<file path="config.mk">
export PLATFORM = sky130hd
export DESIGN_NAME = mmu
export DESIGN_NICKNAME = d
export VERILOG_FILES = /design/src/design/mmu_pkg.sv /design/src/design/tlb.sv /design/src/design/itlb_xlate.sv /design/src/design/dtlb_xlate.sv /design/src/design/mmu.sv
export SDC_FILE = /design/constraint.sdc
export NUM_CORES = 1
export LEC_CHECK = 0
export BUFFER_PORTS_ARGS = -buffer_cell sky130_fd_sc_hd__buf_2
export CAP_MARGIN = 10
export CELL_PAD_IN_SITES_DETAIL_PLACEMENT = 1
export CELL_PAD_IN_SITES_GLOBAL_PLACEMENT = 1
export CORE_AREA = 4 4 270 272
export DETAILED_ROUTE_END_ITERATION = 8
export DIE_AREA = 0 0 274 276
export GPL_TIMING_DRIVEN = 0
export PLACE_DENSITY = 0.79
export SLEW_MARGIN = 0
export SYNTH_ARGS = -nofsm -noshare
export SYNTH_HDL_FRONTEND = slang
export SYNTH_HIERARCHICAL = 1
export SYNTH_SLANG_ARGS = --single-unit
</file>
<file path="constraint.sdc">
create_clock -name clk_i -period 17.85 [get_ports clk_i]
set_input_delay 3.57 -clock clk_i [delete_from_list [all_inputs] [get_ports clk_i]]
set_output_delay 3.57 -clock clk_i [all_outputs]
set_load 0.005 [all_outputs]
</file>
<file path="src/design/mmu_pkg.sv">
package mmu_pkg;

    // ------------------------------------------------------------
    // address widths for sv39
    // ------------------------------------------------------------
    localparam int unsigned VLEN = 39;
    localparam int unsigned PLEN = 56;
    localparam int unsigned PPNW = 44;
    localparam int unsigned VPNW = 27;
    // one vpn field indexes one level of the page table
    localparam int unsigned VPN_FIELD_W = 9;

    typedef logic [VLEN-1:0] vaddr_t;
    typedef logic [PLEN-1:0] paddr_t;
    typedef logic [PPNW-1:0] ppn_t;
    // vpn[2] is the top level, vpn[0] the leaf level
    typedef logic [VPNW/VPN_FIELD_W-1:0][VPN_FIELD_W-1:0] vpn_t;

    // exception causes, only the ones this mmu can raise
    typedef logic [3:0] cause_t;
    localparam cause_t INSTR_ACCESS_FAULT = 4'd1;
    localparam cause_t INSTR_PAGE_FAULT   = 4'd12;
    localparam cause_t LOAD_PAGE_FAULT    = 4'd13;
    localparam cause_t STORE_PAGE_FAULT   = 4'd15;

    typedef logic [1:0] priv_t;
    localparam priv_t PRIV_U = 2'd0;
    localparam priv_t PRIV_S = 2'd1;

    typedef logic [1:0] page_size_t;
    localparam page_size_t PAGE_4K = 2'd0;
    localparam page_size_t PAGE_2M = 2'd1;
    localparam page_size_t PAGE_1G = 2'd2;

    // ------------------------------------------------------------
    // structs shared between the tlbs and the translation paths
    // ------------------------------------------------------------
    typedef struct packed {
        ppn_t ppn;
        logic d;
        logic a;
        logic u;
        logic x;
        logic w;
        logic r;
        logic v;
    } pte_t;

    typedef struct packed {
        logic       valid;
        logic       is_instr;
        vpn_t       vpn;
        page_size_t size;
        pte_t       pte;
    } tlb_refill_t;

    typedef struct packed {
        cause_t cause;
        vaddr_t tval;
        logic   valid;
    } exception_t;

    typedef struct packed {
        logic   req;
        vaddr_t vaddr;
    } fetch_req_t;

    typedef struct packed {
        logic       valid;
        paddr_t     paddr;
        exception_t ex;
    } fetch_rsp_t;

    typedef struct packed {
        logic       hit;
        page_size_t size;
        pte_t       pte;
    } tlb_lookup_t;

endpackage

</file>
<file path="src/design/tlb.sv">
`timescale 1ns/1ps

module tlb #(
    parameter int unsigned NR_ENTRIES = 4
) (
    input  logic                 clk_i,
    input  logic                 rst_ni,
    input  logic                 flush_i,
    input  mmu_pkg::tlb_refill_t refill_i,
    input  logic                 refill_en_i,
    input  mmu_pkg::vaddr_t      lu_vaddr_i,
    output mmu_pkg::tlb_lookup_t lu_o
);

    localparam int unsigned IDX_W = (NR_ENTRIES > 1) ? $clog2(NR_ENTRIES) : 1;

    // entry storage, only the valid bits are control state
    logic [NR_ENTRIES-1:0] valid_q;
    mmu_pkg::vpn_t         vpn_q  [NR_ENTRIES];
    mmu_pkg::page_size_t   size_q [NR_ENTRIES];
    mmu_pkg::pte_t         pte_q  [NR_ENTRIES];

    logic [IDX_W-1:0]      victim_q;
    logic [NR_ENTRIES-1:0] hit_vec;
    mmu_pkg::vpn_t         lu_vpn;
    logic                  refill_match;
    logic [IDX_W-1:0]      match_idx;
    logic [IDX_W-1:0]      wr_idx;

    // vpn[2] always compared, vpn[1] unless giga page, vpn[0] only for 4k
    function automatic logic vpn_match(input mmu_pkg::vpn_t     va,
                                       input mmu_pkg::vpn_t     tag,
                                       input mmu_pkg::page_size_t size);
        logic m;
        m = (va[2] == tag[2]);
        if (size != mmu_pkg::PAGE_1G) begin
            m = m & (va[1] == tag[1]);
        end
        if (size == mmu_pkg::PAGE_4K) begin
            m = m & (va[0] == tag[0]);
        end
        return m;
    endfunction

    assign lu_vpn = lu_vaddr_i[mmu_pkg::VLEN-1:12];

    // ------------------------------------------------------------
    // lookup
    // ------------------------------------------------------------
    always_comb begin : lookup
        hit_vec = '0;
        lu_o    = '0;
        for (int unsigned i = 0; i < NR_ENTRIES; i++) begin
            if (valid_q[i] && vpn_match(lu_vpn, vpn_q[i], size_q[i])) begin
                hit_vec[i]  = 1'b1;
                lu_o.hit    = 1'b1;
                lu_o.size   = size_q[i];
                lu_o.pte    = pte_q[i];
            end
        end
    end

    // a refill for a page already held overwrites that slot
    // so the same page never sits in two entries
    always_comb begin : refill_slot
        refill_match = 1'b0;
        match_idx    = '0;
        for (int unsigned i = 0; i < NR_ENTRIES; i++) begin
            if (valid_q[i] && vpn_match(refill_i.vpn, vpn_q[i], size_q[i])) begin
                refill_match = 1'b1;
                match_idx    = IDX_W'(i);
            end
        end
        wr_idx = refill_match ? match_idx : victim_q;
    end

    // ------------------------------------------------------------
    // valid bits and round-robin pointer
    // ------------------------------------------------------------
    always_ff @(posedge clk_i or negedge rst_ni) begin
        if (!rst_ni) begin
            valid_q  <= '0;
            victim_q <= '0;
        end else if (flush_i) begin
            // flush wins over a refill in the same cycle
            valid_q <= '0;
        end else if (refill_en_i) begin
            valid_q[wr_idx] <= 1'b1;
            if (!refill_match) begin
                if (victim_q == IDX_W'(NR_ENTRIES - 1)) begin
                    victim_q <= '0;
                end else begin
                    victim_q <= victim_q + 1'b1;
                end
            end
        end
    end

    // tag and pte payload
    always_ff @(posedge clk_i) begin
        if (refill_en_i && !flush_i) begin
            vpn_q[wr_idx]  <= refill_i.vpn;
            size_q[wr_idx] <= refill_i.size;
            pte_q[wr_idx]  <= refill_i.pte;
        end
    end

    a_single_hit: assert property (@(posedge clk_i) disable iff (!rst_ni) $onehot0(hit_vec))
        else $error("tlb: more than one entry hits");

endmodule

</file>
<file path="src/design/itlb_xlate.sv">
`timescale 1ns/1ps

module itlb_xlate (
    input  logic                 enable_i,
    input  mmu_pkg::priv_t       priv_i,
    input  mmu_pkg::fetch_req_t  fetch_i,
    input  mmu_pkg::tlb_lookup_t lu_i,
    output mmu_pkg::fetch_rsp_t  fetch_o,
    output logic                 miss_o
);

    mmu_pkg::paddr_t xlate_paddr;
    logic            priv_err;
    logic            non_canonical;

    // u-mode may only fetch from u pages, s-mode never from u pages
    assign priv_err = ((priv_i == mmu_pkg::PRIV_U) && !lu_i.pte.u) ||
                      ((priv_i == mmu_pkg::PRIV_S) &&  lu_i.pte.u);

    // no sign-extension bits reach this port, the top bit alone
    // marks the part of the space that is not reachable
    assign non_canonical = fetch_i.vaddr[mmu_pkg::VLEN-1];

    // page composition from the tlb entry
    always_comb begin : compose
        xlate_paddr = {lu_i.pte.ppn, fetch_i.vaddr[11:0]};
        if (lu_i.size == mmu_pkg::PAGE_2M) begin
            xlate_paddr[20:12] = fetch_i.vaddr[20:12];
        end
        if (lu_i.size == mmu_pkg::PAGE_1G) begin
            xlate_paddr[29:12] = fetch_i.vaddr[29:12];
        end
    end

    always_comb begin : fetch_path
        // bare mode default passes addresses through
        fetch_o.valid = fetch_i.req;
        fetch_o.paddr = mmu_pkg::paddr_t'(fetch_i.vaddr);
        fetch_o.ex    = '0;
        miss_o        = 1'b0;
        if (enable_i) begin
            fetch_o.valid = 1'b0;
            fetch_o.paddr = xlate_paddr;
            // access fault answers without waiting for a hit
            if (fetch_i.req && non_canonical) begin
                fetch_o.valid = 1'b1;
                fetch_o.ex    = '{cause: mmu_pkg::INSTR_ACCESS_FAULT,
                                  tval:  fetch_i.vaddr,
                                  valid: 1'b1};
            end
            if (lu_i.hit) begin
                fetch_o.valid = fetch_i.req;
                if (fetch_i.req && priv_err) begin
                    fetch_o.ex = '{cause: mmu_pkg::INSTR_PAGE_FAULT,
                                   tval:  fetch_i.vaddr,
                                   valid: 1'b1};
                end
            end else begin
                // miss strobe for the perf counter
                miss_o = fetch_i.req;
            end
        end
        // a response never shows up without its request
        assert (!fetch_o.valid || fetch_i.req)
            else $error("itlb_xlate: fetch valid without request");
    end

endmodule

</file>
<file path="src/design/dtlb_xlate.sv">
`timescale 1ns/1ps

module dtlb_xlate (
    input  logic                 clk_i,
    input  logic                 rst_ni,
    input  logic                 enable_i,
    input  logic                 sum_i,
    input  logic                 lsu_req_i,
    input  logic                 lsu_is_store_i,
    input  mmu_pkg::priv_t       ld_st_priv_i,
    input  mmu_pkg::vaddr_t      lsu_vaddr_i,
    input  mmu_pkg::exception_t  misaligned_ex_i,
    input  mmu_pkg::tlb_lookup_t lu_i,
    output logic                 lsu_dtlb_hit_o,
    output mmu_pkg::ppn_t        lsu_dtlb_ppn_o,
    output logic                 lsu_valid_o,
    output mmu_pkg::paddr_t      lsu_paddr_o,
    output mmu_pkg::exception_t  lsu_exception_o,
    output logic                 miss_o
);

    // request stage, control part
    logic                 req_q;
    mmu_pkg::exception_t  ex_d;
    mmu_pkg::exception_t  ex_q;
    // request stage, payload part
    mmu_pkg::vaddr_t      vaddr_q;
    logic                 is_store_q;
    mmu_pkg::tlb_lookup_t lu_q;
    logic                 enable_q;
    logic                 sum_q;
    mmu_pkg::priv_t       priv_q;

    mmu_pkg::paddr_t      xlate_paddr;
    logic                 priv_err;
    logic                 xlate_ok;

    // ------------------------------------------------------------
    // cycle 0
    // ------------------------------------------------------------
    // always ready when translation is off
    assign lsu_dtlb_hit_o = enable_i ? lu_i.hit : 1'b1;
    assign miss_o         = lsu_req_i && enable_i && !lu_i.hit;

    always_comb begin : early_ppn
        lsu_dtlb_ppn_o = mmu_pkg::ppn_t'(lsu_vaddr_i[mmu_pkg::VLEN-1:12]);
        if (enable_i) begin
            lsu_dtlb_ppn_o = lu_i.pte.ppn;
            // superpage fields come from the virtual address
            if (lu_i.size == mmu_pkg::PAGE_2M) begin
                lsu_dtlb_ppn_o[8:0] = lsu_vaddr_i[20:12];
            end
            if (lu_i.size == mmu_pkg::PAGE_1G) begin
                lsu_dtlb_ppn_o[17:0] = lsu_vaddr_i[29:12];
            end
        end
    end

    // a stale misaligned flag without request must not raise anything
    always_comb begin : mute_ex
        ex_d       = misaligned_ex_i;
        ex_d.valid = misaligned_ex_i.valid & lsu_req_i;
    end

    // ------------------------------------------------------------
    // register stage
    // ------------------------------------------------------------
    always_ff @(posedge clk_i or negedge rst_ni) begin
        if (!rst_ni) begin
            req_q <= 1'b0;
            ex_q  <= '0;
        end else begin
            req_q <= lsu_req_i;
            ex_q  <= ex_d;
        end
    end

    // mode travels with its request
    always_ff @(posedge clk_i) begin
        vaddr_q    <= lsu_vaddr_i;
        is_store_q <= lsu_is_store_i;
        lu_q       <= lu_i;
        enable_q   <= enable_i;
        sum_q      <= sum_i;
        priv_q     <= ld_st_priv_i;
    end

    // ------------------------------------------------------------
    // cycle 1
    // ------------------------------------------------------------
    // s-mode needs sum for u pages, u-mode needs a u page
    assign priv_err = ((priv_q == mmu_pkg::PRIV_S) && !sum_q && lu_q.pte.u) ||
                      ((priv_q == mmu_pkg::PRIV_U) && !lu_q.pte.u);

    assign xlate_ok = req_q && lu_q.hit;

    always_comb begin : compose
        xlate_paddr = {lu_q.pte.ppn, vaddr_q[11:0]};
        if (lu_q.size == mmu_pkg::PAGE_2M) begin
            xlate_paddr[20:12] = vaddr_q[20:12];
        end
        if (lu_q.size == mmu_pkg::PAGE_1G) begin
            xlate_paddr[29:12] = vaddr_q[29:12];
        end
    end

    always_comb begin : late_rsp
        // pass-through, also covers a forwarded misaligned exception
        lsu_valid_o     = req_q;
        lsu_paddr_o     = mmu_pkg::paddr_t'(vaddr_q);
        lsu_exception_o = ex_q;
        if (enable_q && !ex_q.valid) begin
            // a miss leaves valid low, the lsu retries after refill
            lsu_valid_o = xlate_ok;
            lsu_paddr_o = xlate_paddr;
            if (xlate_ok) begin
                if (is_store_q) begin
                    if (!lu_q.pte.w || !lu_q.pte.d || priv_err) begin
                        lsu_exception_o = '{cause: mmu_pkg::STORE_PAGE_FAULT,
                                            tval:  vaddr_q,
                                            valid: 1'b1};
                    end
                end else if (priv_err) begin
                    lsu_exception_o = '{cause: mmu_pkg::LOAD_PAGE_FAULT,
                                        tval:  vaddr_q,
                                        valid: 1'b1};
                end
            end
        end
    end

    a_valid_after_req: assert property (@(posedge clk_i) disable iff (!rst_ni)
        lsu_valid_o |-> $past(lsu_req_i))
        else $error("dtlb_xlate: lsu valid without a request");

endmodule

</file>
<file path="src/design/mmu.sv">
`timescale 1ns/1ps

module mmu #(
    parameter int unsigned ITLB_ENTRIES = 4,
    parameter int unsigned DTLB_ENTRIES = 4
) (
    input  logic                 clk_i,
    input  logic                 rst_ni,
    input  logic                 enable_translation_i,
    input  logic                 en_ld_st_translation_i,
    input  logic                 flush_tlb_i,
    input  logic                 sum_i,
    input  mmu_pkg::priv_t       priv_lvl_i,
    input  mmu_pkg::priv_t       ld_st_priv_lvl_i,
    // fetch interface
    input  mmu_pkg::fetch_req_t  fetch_i,
    output mmu_pkg::fetch_rsp_t  fetch_o,
    // load/store interface
    input  logic                 lsu_req_i,
    input  mmu_pkg::vaddr_t      lsu_vaddr_i,
    input  logic                 lsu_is_store_i,
    input  mmu_pkg::exception_t  misaligned_ex_i,
    // cycle 0
    output logic                 lsu_dtlb_hit_o,
    output mmu_pkg::ppn_t        lsu_dtlb_ppn_o,
    // cycle 1
    output logic                 lsu_valid_o,
    output mmu_pkg::paddr_t      lsu_paddr_o,
    output mmu_pkg::exception_t  lsu_exception_o,
    // external refill in place of a walker
    input  mmu_pkg::tlb_refill_t refill_i,
    // perf counter strobes
    output logic                 itlb_miss_o,
    output logic                 dtlb_miss_o
);

    mmu_pkg::tlb_lookup_t itlb_lu;
    mmu_pkg::tlb_lookup_t dtlb_lu;
    logic                 itlb_refill_en;
    logic                 dtlb_refill_en;

    // steer the refill by its target
    assign itlb_refill_en = refill_i.valid &  refill_i.is_instr;
    assign dtlb_refill_en = refill_i.valid & ~refill_i.is_instr;

    // ------------------------------------------------------------
    // instruction side
    // ------------------------------------------------------------
    tlb #(
        .NR_ENTRIES  ( ITLB_ENTRIES   )
    ) i_itlb (
        .clk_i       ( clk_i          ),
        .rst_ni      ( rst_ni         ),
        .flush_i     ( flush_tlb_i    ),
        .refill_i    ( refill_i       ),
        .refill_en_i ( itlb_refill_en ),
        .lu_vaddr_i  ( fetch_i.vaddr  ),
        .lu_o        ( itlb_lu        )
    );

    itlb_xlate i_itlb_xlate (
        .enable_i ( enable_translation_i ),
        .priv_i   ( priv_lvl_i           ),
        .fetch_i  ( fetch_i              ),
        .lu_i     ( itlb_lu              ),
        .fetch_o  ( fetch_o              ),
        .miss_o   ( itlb_miss_o          )
    );

    // ------------------------------------------------------------
    // data side
    // ------------------------------------------------------------
    tlb #(
        .NR_ENTRIES  ( DTLB_ENTRIES   )
    ) i_dtlb (
        .clk_i       ( clk_i          ),
        .rst_ni      ( rst_ni         ),
        .flush_i     ( flush_tlb_i    ),
        .refill_i    ( refill_i       ),
        .refill_en_i ( dtlb_refill_en ),
        .lu_vaddr_i  ( lsu_vaddr_i    ),
        .lu_o        ( dtlb_lu        )
    );

    dtlb_xlate i_dtlb_xlate (
        .clk_i           ( clk_i                  ),
        .rst_ni          ( rst_ni                 ),
        .enable_i        ( en_ld_st_translation_i ),
        .sum_i           ( sum_i                  ),
        .lsu_req_i       ( lsu_req_i              ),
        .lsu_is_store_i  ( lsu_is_store_i         ),
        .ld_st_priv_i    ( ld_st_priv_lvl_i       ),
        .lsu_vaddr_i     ( lsu_vaddr_i            ),
        .misaligned_ex_i ( misaligned_ex_i        ),
        .lu_i            ( dtlb_lu                ),
        .lsu_dtlb_hit_o  ( lsu_dtlb_hit_o         ),
        .lsu_dtlb_ppn_o  ( lsu_dtlb_ppn_o         ),
        .lsu_valid_o     ( lsu_valid_o            ),
        .lsu_paddr_o     ( lsu_paddr_o            ),
        .lsu_exception_o ( lsu_exception_o        ),
        .miss_o          ( dtlb_miss_o            )
    );

endmodule

</file>
==> key figures, run 1 <==
Status
  – Run status: complete, no violations

Critical path
  – Setup Crit Path Kind: primary input to primary output
  – Critical path required time: 14.28 ns
  – Crit end category: primary output
  – Arr. time, crit path: 9.28 ns
  – Max Fanout on Critical Path: 10
  – Critical Path Start Type: primary input

Placed design
  – Setup WS pre-CTS: 5.23 ns
  – Port bufs: 460
  – Post-DP HPWL: 82700 um
  – GPL Wtd Cong: 0.899

Clock network
  – CTS tree: yes
  – Clock latency on the worst-skew pair: 0.64 ns
  – CTS H-tree lvls: 3
  – Worst-path clk slew: 0.05 ns
  – Cts hold-fix bufs: 0
  – Gates resized, CTS repair: 0
  – Post-CTS setup buffers: 0
  – Clock Tree Buf Depth: 3
  – TritonCTS Buffers: 82
  – CTS Sinks: 751
  – Root Buffer: clkbuf_16

Global route
  – Initial antenna violation count: 18
  – Gr usage total: 29.7%
  – Vias in the first global route: 24600
  – Pin count of the biggest net entering global routing: 32
  – Overflow after GRT: 0
  – Global-route wire length before repair: 167000 um

Drt
  – Antenna Violating Nets Remaining: 0
  – Routed vias: 22900
  – Via density: 5.84
  – Drt wl/cell: 29.3 um
  – Wirelength, routed: 115000 um
  – DRC: 0
  – Drt first pass iters: 6
  – Iteration-0 DRC Markers: 1909

STA
  – Clock period minus worst slack: 12.85 ns
  – Worst Clk Skew: 0.0182 ns
  – RSZ-0062 raised after global routing: false
  – Achievable Freq: 0.0778 GHz
  – Final setup violation count: 0
  – Final Hold Fails: 0
  – Setup ws final: 5.00 ns
  – Pins Over Slew Limit: 0
  – Setup TNS Final: 0 ns
  – Pin slew with the least headroom to its limit: 1.26 ns
  – Slew margin rel.: 15.2%
  – Final worst-path cycle share: 72.0%

Floorplanning
  – Core area: 0.0708 mm^2
  – IO Count: 466
  – Die Ht: 276 um
  – Starting Density: 47.0%
  – # rows: 98
  – Die area: 0.0756 mm^2
  – Die X: 274 um

Final layout
  – Nets: 3106
  – Layout cells sized above 1: 31.3%
  – Register Area: 0.0213 mm^2
  – Area occupied by multi-input gates: 0.0109 mm^2
  – Area growth, synth to finish: 20.4%
  – Fill cells: 6993

Power
  – Clock share of power: 40.8%
  – Sw Share: 24.3%
  – Share of power burned in registers: 50.0%
  – Max VDD drop: 0.0000699 V
  – Combinational share of power: 9.2%
  – Internal power: 3.07 mW
  – Leak Pwr: 15.0 nW
  – P_sw: 988 uW
  – PD cells: 101 mW/mm^2

Yosys
  – Cell count after synthesis: 2316
  – Syn Area/Cell: 14.4 um^2
  – Net Count, Synth: 2535
  – Mapped cell area: 0.0333 mm^2
  – Ys Warns: 6

Hold path
  – Hold WC Path Type: flop to flop

Flow run
  – Max-cap violations: 0
## final timing paths
path	slack (ns)	cells past startpoint	to	startpoint
max in group asynchronous	14.40	2	i_itlb/victim_q[0]	rst_ni
min in group asynchronous	2.87	1	i_dtlb_xlate/ex_q[25]	rst_ni
hold / removal	0.48	1	i_dtlb_xlate/lu_q[2]	i_dtlb/pte_q[3][2]
hold reg to reg	0.48	1	i_dtlb_xlate/lu_q[2]	i_dtlb/pte_q[3][2]
setup / recovery	5.00	14	lsu_dtlb_ppn_o[7]	lsu_vaddr_i[12]
setup reg to reg	12.93	9	i_dtlb_xlate/lu_q[51]	i_dtlb/vpn_q[2][0]
## flip-flops by register name, indices dropped and copies added, names as in the netlist, 2 cells and up
name	flops
i_dtlb/pte_q	188
i_dtlb/size_q	8
i_dtlb/valid_q	4
i_dtlb/victim_q	2
i_dtlb/vpn_q	108
i_dtlb_xlate/ex_q	44
i_dtlb_xlate/lu_q	50
i_dtlb_xlate/priv_q	2
i_dtlb_xlate/vaddr_q	39
i_itlb/pte_q	180
i_itlb/size_q	8
i_itlb/valid_q	4
i_itlb/victim_q	2
i_itlb/vpn_q	108
## stage by stage
stage / total power, mW / std cells / cell area (um^2) / hold WS, ns / util, %
after floorplan: 2.23 / 2316 / 33300 / 0.449 / -
after global placement: 2.39 / 3726 / 36800 / 0.459 / 52.0
after detailed placement: 2.43 / 3753 / 37400 / 0.465 / 52.9
after CTS: 4.08 / 3902 / 40000 / 0.483 / 56.6
after global routing: 4.19 / 3906 / 40000 / 0.502 / 56.6
final: 4.06 / 3912 / 40100 / 0.480 / 56.6
## area by class of cell
cell class              count  share of cell area [%]
flip-flops and latches    751                    53.2
multi-input cells        1340                    27.2
repair buffers            487                    7.23
clock buffers             110                    5.69
well taps                 950                    2.97
plain buffers             155                    2.15
clock inverters            39                   0.800
inverters                  70                   0.656
diodes                     10                  0.0625
## power groups by stage
stage                     Sequential (mW)  Clock (mW)  Combinational, mW
after detailed placement             2.07           0              0.367
after global routing                 2.04        1.76              0.396
final                                2.03        1.66              0.373
after global placement               2.07           0              0.318
after floorplan                      2.06           0              0.170
after CTS                            2.03        1.68              0.372
## critical path, stage by stage
cell and delay (ns):
buf_2 0.25, xnor2_1 0.18, nand4_1 0.15, nor4_1 0.32, a31oi_1 0.20, o41ai_1 0.99
nand4_1 1.00, buf_1 0.70, mux2_2 0.46, mux2_2 0.31, xnor2_1 0.14, nand2_1 0.39
mux2_2 0.43, buf_2 0.15
## per-layer routing
metal	share of wire, %	track usage [%]	vias to the layer above
met4	4.7	12.4	6
met5	0.040	0	-
met3	8.4	5.87	247
li1	-	-	9742
met2	48	49.1	1161
met1	39	38.3	11700
## placed cells by master, fill, tap and decap left out, drive strengths merged, types with 3 or more instances in the layout
master / count
nand3: 59
a31oi: 5
o2bb2ai: 45
o22ai: 10
a41oi: 7
and2: 93
dfxtp: 94
xnor2: 234
nand2b: 13
a21oi: 49
o31ai: 49
nor3: 18
a32oi: 45
xor2: 202
nand2: 15
or2: 3
edfxtp: 600
buf: 558
nor4: 44
bufinv: 3
nand4: 55
mux2: 222
inv: 74
o211ai: 47
o41ai: 10
diode: 10
clkinv: 32
dfrtp: 57
nor2: 71
a21boi: 6
clkbuf: 194
o21ai: 8
Note: power is estimated with default switching activity, not from simulation.
==> inputs of run 2 (changes only) <==
Settings changed: CORE_AREA 4 4 270 272 to 4 4 275 277, DIE_AREA 0 0 274 276 to 0 0 279 281, PLACE_DENSITY 0.79 to 0.77.
Clock period 17.85 ns to 12.7 ns, I/O delays scaled along.
==> run 2 against run 1 <==
Total power rose by 41%. Non-clock buffer count fell by 3. Worst setup slack got worse by 3.0 ns. Clock power rose by 43%. Sequential power rose by 40%.
==> key figures, run 2 (same netlist as run 1, synthesis figures left out) <==
Placed design
  – GPL Wtd Cong: 0.865 (was 0.899)
  – Port bufs: 460 (unchanged)
  – Post-DP HPWL: 80500 um (was 82700 um)
  – Placed Cells: 3758 (was 3753)

Power
  – Sw Share: 23.8% (was 24.3%)
  – Clock share of power: 41.4% (was 40.8%)
  – Max VDD drop: 0.0000953 V (was 0.0000699 V)
  – PD cells: 143 mW/mm^2 (was 101 mW/mm^2)
  – P_sw: 1.37 mW (was 988 uW)
  – Leak Pwr: 15.0 nW (about the same)
  – Internal power: 4.37 mW (was 3.07 mW)
  – Share of power burned in registers: 49.7% (was 50.0%)
  – Combinational share of power: 8.9% (was 9.2%)

Critical path
  – Arr. time, crit path: 8.13 ns (was 9.28 ns)
  – Reg2Reg Setup Slack: 7.86 ns (was 12.93 ns)
  – Setup Crit Path Kind: primary input to primary output (unchanged)
  – Critical Path Start Type: primary input (unchanged)
  – Max Fanout on Critical Path: 10 (unchanged)
  – Critical path required time: 10.16 ns (was 14.28 ns)
  – Crit end category: primary output (unchanged)

STA
  – Hold_ws: 0.494 ns (was 0.480 ns)
  – Worst Clk Skew: 0.0348 ns (was 0.0182 ns)
  – Achievable Freq: 0.0937 GHz
  – RSZ-0062 raised after global routing: false (unchanged)
  – Pins Over Slew Limit: 0 (unchanged)
  – Setup TNS Final: 0 ns (unchanged)
  – Pin slew with the least headroom to its limit: 1.35 ns (was 1.26 ns)
  – Final Hold Fails: 0 (unchanged)
  – Slew margin rel.: 9.07% (was 15.2%)
  – Final worst-path cycle share: 84.0%
  – Final setup violation count: 0 (unchanged)
  – Clock period minus worst slack: 10.67 ns

Drt
  – Iteration-0 DRC Markers: 2001 (was 1909)
  – DRC: 0 (unchanged)
  – Wirelength, routed: 112000 um (was 115000 um)
  – Via density: 5.79 (was 5.84)
  – Routed vias: 22600 (was 22900)
  – Antenna Violating Nets Remaining: 0 (unchanged)
  – Drt first pass iters: 5 (was 6)
  – Drt wl/cell: 28.5 um (was 29.3 um)

Final layout
  – Layout Cells excl Fill: 3914 (was 3912)
  – Max reg flops: 188 (unchanged)
  – Area occupied by multi-input gates: 0.0109 mm^2 (about the same)
  – Largest Register: i_dtlb/pte_q (unchanged)
  – Commonest non-fill, non-tap cells in the layout: edfxtp_1, buf_2, xnor2_1, mux2_2, xor2_1 (unchanged)
  – Fill cells: 7207 (was 6993)
  – Register Area: 0.0213 mm^2 (unchanged)
  – Layout cells sized above 1: 31.3% (about the same)
  – Nets: 3103 (was 3106)
  – Area growth, synth to finish: 20.3% (was 20.4%)
  – Commonest non-fill, non-tap cell in the layout: edfxtp_1 (unchanged)
  – Leading registers by flop count: i_dtlb/pte_q: 188 flops, i_itlb/pte_q: 180 flops (unchanged)

Hold path
  – Hold WC Path Type: flop to flop (unchanged)

Clock network
  – Root Buffer: clkbuf_16 (unchanged)
  – CTS H-tree lvls: 3 (unchanged)
  – Cts hold-fix bufs: 0 (unchanged)
  – Clock Tree Buf Depth: 3 (unchanged)
  – Worst-path clk slew: 0.06 ns (was 0.05 ns)
  – Post-CTS setup buffers: 0 (unchanged)
  – Clock latency on the worst-skew pair: 0.64 ns (about the same)
  – CTS tree: yes (unchanged)
  – CTS Sinks: 751 (unchanged)
  – TritonCTS Buffers: 82 (unchanged)
  – Gates resized, CTS repair: 0 (unchanged)

Global route
  – Vias in the first global route: 24300 (was 24600)
  – Initial antenna violation count: 10 (was 18)
  – Gr usage total: 27.8% (was 29.7%)
  – Pin count of the biggest net entering global routing: 33 (was 32)
  – Overflow after GRT: 0 (unchanged)
  – Global-route wire length before repair: 162000 um (was 167000 um)

Floorplanning
  – Die X: 279 um (was 274 um)
  – Starting Density: 45.7% (was 47.0%)
  – # rows: 99 (was 98)
  – Die Ht: 281 um (was 276 um)
  – Core area: 0.0728 mm^2 (was 0.0708 mm^2)
  – IO Count: 466 (unchanged)
  – Die area: 0.0784 mm^2 (was 0.0756 mm^2)

Flow run
  – Max-cap violations: 0 (unchanged)

Status
  – Run status: complete, no violations (unchanged)
-- run 2: changes by cell type in the layout (fill, tap and decap cells not counted), sizes merged --
cell and delta:
buf -3, diode -5, bufinv +1, clkinvlp +2, clkinv -7, clkbuf +8
inv -3
-- run 2: worst max-delay path: stages --
cell,delay (ns)
buf_2,0.27
xnor2_1,0.16
nand4_1,0.14
nor4_1,0.42
a31oi_1,0.21
o41ai_1,0.93
nand4_1,0.92
buf_1,0.68
mux2_2,0.44
mux2_2,0.31
xnor2_1,0.13
nand2_1,0.39
mux2_2,0.42
buf_2,0.14
-- run 2: power groups by stage --
stage / clock [mW] / sequential (mW) / combinational [mW]
2_1_floorplan: 0 / 2.90 / 0.239
3_3_place_gp: 0 / 2.92 / 0.449
3_5_place_dp: 0 / 2.90 / 0.504
4_1_cts: 2.42 / 2.85 / 0.511
5_1_grt: 2.52 / 2.86 / 0.545
6_report: 2.37 / 2.85 / 0.512
-- run 2: layout make-up --
class	instances	share of cell area (%)
antenna	5	0.0313
buffer	155	2.15
clock buffer	118	5.98
clock inverter	32	0.672
inverter	70	0.657
multi-input combinational	1340	27.2
sequential	751	53.3
tap	959	3.00
timing repair buffer	484	6.98
-- run 2: path summary, 6_finish.rpt --
| path | start | end | depth (start not counted) |
|---|---|---|---|
| max | lsu_vaddr_i[12] | lsu_dtlb_ppn_o[3] | 14 |
| min | i_dtlb/pte_q[3][50] | i_dtlb_xlate/lu_q[50] | 1 |
| max reg2reg | i_dtlb/vpn_q[2][6] | i_dtlb_xlate/lu_q[48] | 9 |
| min reg2reg | i_dtlb/pte_q[3][50] | i_dtlb_xlate/lu_q[50] | 1 |
| max in group asynchronous | rst_ni | i_dtlb/valid_q[1] | 2 |
| min in group asynchronous | rst_ni | i_dtlb_xlate/ex_q[29] | 1 |
-- run 2: per-layer routing --
metal  wire length (um)  global-route usage (%)  up-vias  share of wire, %
met3               8880                    5.59      204               8.0
met1              43700                    35.5    11700                39
met4               4040                    10.3        2               3.6
met2              55000                    47.2     1075                49
met5                 13                       0        -             0.012
li1                   -                       -     9710                 -
-- run 2: per-stage QoR --
stage	power, mW	setup WS (ns)	util [%]	instance area [um^2]
after detailed placement	3.40	2.17	51.3	37300
after global routing	5.93	1.94	54.9	40000
after CTS	5.78	2.15	54.9	40000
final	5.74	2.03	54.9	40000
after global placement	3.36	0.807	50.5	36800
after floorplan	3.14	4.80	-	33300
==> inputs of run 3 (changes only) <==
Settings changed: ABC_AREA set to 1, CORE_AREA 4 4 275 277 to 4 4 291 293, DIE_AREA 0 0 279 281 to 0 0 295 297.
Clock period 12.7 ns to 10.1 ns, I/O delays scaled along.
==> run 3 against run 2 <==
Utilization is 3.1 points lower. Worst setup slack gained 0.34 ns. Cell count increased by 38%. Sequential power increased by 25%. Synthesized cell count increased by 60%. Non-clock buffer count is 2 lower. Global-route usage up 1.0 points. Hold slack better by 0.0041 ns. Synthesized area rose by 7.6%. Wire length rose by 16%. Clock-buffer cell count fell by 4. Critical path type unchanged. Largest cell class unchanged.
==> key figures, run 3 <==
Status
  – Run status: complete, no violations (unchanged)

Power
  – PD cells: 170 mW/mm^2 (was 143 mW/mm^2)
  – Max VDD drop: 0.000119 V (was 0.0000953 V)
  – Pwr Total: 7.23 mW (was 5.74 mW)
  – Leak Pwr: 18.3 nW (was 15.0 nW)

STA
  – Final Hold Fails: 0 (unchanged)
  – Achievable Freq: 0.129 GHz
  – Clock period minus worst slack: 7.73 ns
  – Final setup violation count: 0 (unchanged)
  – Pin slew with the least headroom to its limit: 1.10 ns (was 1.35 ns)
  – Setup TNS Final: 0 ns (unchanged)
  – Slew margin rel.: 26.6% (was 9.07%)
  – Worst Clk Skew: 0.0484 ns (was 0.0348 ns)
  – RSZ-0062 raised after global routing: false (unchanged)
  – Final worst-path cycle share: 76.5%
  – Pins Over Slew Limit: 0 (unchanged)

Critical path
  – Arr. time, crit path: 5.71 ns (was 8.13 ns)
  – Crit path largest cell delay: 0.56 ns (was 0.93 ns)
  – R2R Path Start: i_dtlb/vpn_q[0][18] (was i_dtlb/vpn_q[2][6])
  – Crit-path cells: buf_2 > inv_1 > o22ai_1 > a21oi_1 > nand3_1 > nor2_1 > nand3_1 > clkbuf_1 > nor2_1 > a21oi_2 > nand2_1 > nand2_1 > nand2_1 > nand2_1 > buf_2 (was buf_2 > xnor2_1 > nand4_1 > nor4_1 > a31oi_1 > o41ai_1 > nand4_1 > buf_1 > mux2_2 > mux2_2 > xnor2_1 > nand2_1 > mux2_2 > buf_2)
  – Crit end category: primary output (unchanged)
  – R2R depth: 9 (unchanged)
  – Critical Path Start Type: primary input (unchanged)
  – Reg-to-Reg End: i_dtlb_xlate/lu_q[24] (was i_dtlb_xlate/lu_q[48])
  – Slowest-stage cell, CP: nand3_1 (was o41ai_1)
  – Delay-heaviest family, CP: simple AND/OR/NAND/NOR gates (unchanged)
  – Max Fanout on Critical Path: 10 (unchanged)
  – Worst path most repeated cell: nand2_1 (was mux2_2)
  – CP Depth: 15 (was 14)
  – Reg2Reg Setup Slack: 6.88 ns (was 7.86 ns)
  – Worst Path Buf+Inv: 4 (was 3)
  – Beginning of the critical path: fetch_i[30] (was lsu_vaddr_i[12])
  – Critical Path End: fetch_o[57] (was lsu_dtlb_ppn_o[3])
  – Setup Crit Path Kind: primary input to primary output (unchanged)
  – Critical path required time: 8.08 ns (was 10.16 ns)

Drt
  – Met1 wire length: 50300 um (was 43700 um)
  – Wirelength, routed: 129000 um (was 112000 um)
  – Via density: 5.41 (was 5.79)
  – Drt wl/cell: 23.9 um (was 28.5 um)
  – Metal3 WL: 9930 um (was 8880 um)
  – Antenna Violating Nets Remaining: 0 (unchanged)
  – DRC: 0 (unchanged)
  – Routed vias: 29300 (was 22600)
  – Drt first pass iters: 5 (unchanged)
  – Iteration-0 DRC Markers: 2155 (was 2001)
  – Met2 wire length: 63400 um (was 55000 um)
  – Top sig layer: met5 (unchanged)

Final layout
  – Fill cells: 9312 (was 7207)
  – Layout cells sized above 1: 21.8% (was 31.3%)
  – Max reg flops: 188 (unchanged)
  – Nets: 4486 (was 3103)
  – Commonest non-fill, non-tap cells in the layout: nand2_1, edfxtp_1, buf_2, nor2_1, inv_1 (was edfxtp_1, buf_2, xnor2_1, mux2_2, xor2_1)
  – Commonest non-fill, non-tap cell in the layout: nand2_1 (was edfxtp_1)
  – Leading registers by flop count: i_dtlb/pte_q: 188 flops, i_itlb/pte_q: 180 flops (unchanged)
  – Area growth, synth to finish: 18.6% (was 20.3%)
  – Largest Register: i_dtlb/pte_q (unchanged)

Floorplanning
  – Starting Density: 43.7% (was 45.7%)
  – Die X: 295 um (was 279 um)
  – IO Count: 466 (unchanged)
  – # rows: 105 (was 99)
  – Core area: 0.0818 mm^2 (was 0.0728 mm^2)
  – Die Ht: 297 um (was 281 um)
  – Die area: 0.0876 mm^2 (was 0.0784 mm^2)

Global route
  – Vias in the first global route: 30700 (was 24300)
  – Gr usage total: 28.8% (was 27.8%)
  – Initial antenna violation count: 10 (unchanged)
  – Pin count of the biggest net entering global routing: 59 (was 33)
  – Overflow after GRT: 0 (unchanged)
  – Global-route wire length before repair: 190000 um (was 162000 um)

Placed design
  – GPL Wtd Cong: 0.908 (was 0.865)
  – Port bufs: 460 (unchanged)
  – Post-DP HPWL: 94200 um (was 80500 um)

Yosys
  – Syn Area/Cell: 9.64 um^2 (was 14.4 um^2)
  – Net Count, Synth: 3932 (was 2535)
  – Cell count after synthesis: 3713 (was 2316)
  – Mapped cell area: 0.0358 mm^2 (was 0.0333 mm^2)
  – Ys Warns: 6 (unchanged)

Clock network
  – Worst-path clk slew: 0.05 ns (was 0.06 ns)
  – Gates resized, CTS repair: 0 (unchanged)
  – CTS Sinks: 751 (unchanged)
  – Clock Tree Buf Depth: 3 (unchanged)
  – Post-CTS setup buffers: 0 (unchanged)
  – TritonCTS Buffers: 84 (was 82)
  – CTS tree: yes (unchanged)
  – Root Buffer: clkbuf_16 (unchanged)
  – CTS H-tree lvls: 3 (unchanged)
  – Clock latency on the worst-skew pair: 0.68 ns (was 0.64 ns)
  – Cts hold-fix bufs: 0 (unchanged)

Flow run
  – Max-cap violations: 0 (unchanged)

Hold path
  – Hold WC Path Type: flop to flop (unchanged)
run 3: final cells by class:
cell class | instances | area (um^2) | share of cell area (%)
diodes | 6 | 15.0 | 0.0354
plain buffers | 169 | 1210 | 2.84
clock buffers | 114 | 2290 | 5.41
clock inverters | 41 | 483 | 1.14
inverters | 375 | 1440 | 3.39
multi-input cells | 2418 | 11800 | 27.9
flip-flops and latches | 751 | 21300 | 50.2
well taps | 1070 | 1340 | 3.15
repair buffers | 468 | 2520 | 5.93
run 3: tightest hold or removal path: stages (launching register included):
cell and delay (ns):
dfrtp_1 0.35, nand2_1 0.06, nand2_1 0.06
run 3: how the worst min path moves through the flow:
stage	startpoint	to	slack (ns)	cells after the start
final	i_dtlb/valid_q[0]	i_dtlb/valid_q[0]	0.50	2
after global routing	i_dtlb/valid_q[3]	i_dtlb/valid_q[3]	0.53	2
after CTS	i_dtlb/valid_q[0]	i_dtlb/valid_q[0]	0.49	2
after detailed placement	i_dtlb/valid_q[0]	i_dtlb/valid_q[0]	0.48	2
after global placement	i_dtlb/valid_q[3]	i_dtlb/valid_q[3]	0.47	2
after floorplan	i_dtlb/valid_q[3]	i_dtlb/valid_q[3]	0.45	2
run 3: per-stage QoR:
stage | util (%) | instances | cell area (um^2) | setup WS [ns] | hold WS (ns)
finish | 51.9 | 5412 | 42500 | 2.37 | 0.498
global route | 51.9 | 5409 | 42400 | 2.29 | 0.530
CTS | 51.8 | 5406 | 42400 | 2.45 | 0.494
detailed placement | 48.5 | 5251 | 39700 | 2.46 | 0.479
global placement | 48.2 | 5243 | 39400 | 2.54 | 0.470
floorplan | - | 3713 | 35800 | 4.21 | 0.449
run 3: where the power goes:
part	switching, mW	internal, mW	leakage, nW
clock network	1.32	1.74	1.33
logic	0.419	0.193	10.1
registers	0.0648	3.49	6.88
total	1.81	5.43	18.3
run 3: metal layers:
| layer | vias up | global-route usage, % |
|---|---|---|
| li1 | 13400 | - |
| met1 | 14600 | 34.9 |
| met2 | 1066 | 49.2 |
| met3 | 263 | 6.75 |
| met4 | 10 | 12.6 |
| met5 | - | 0.333 |
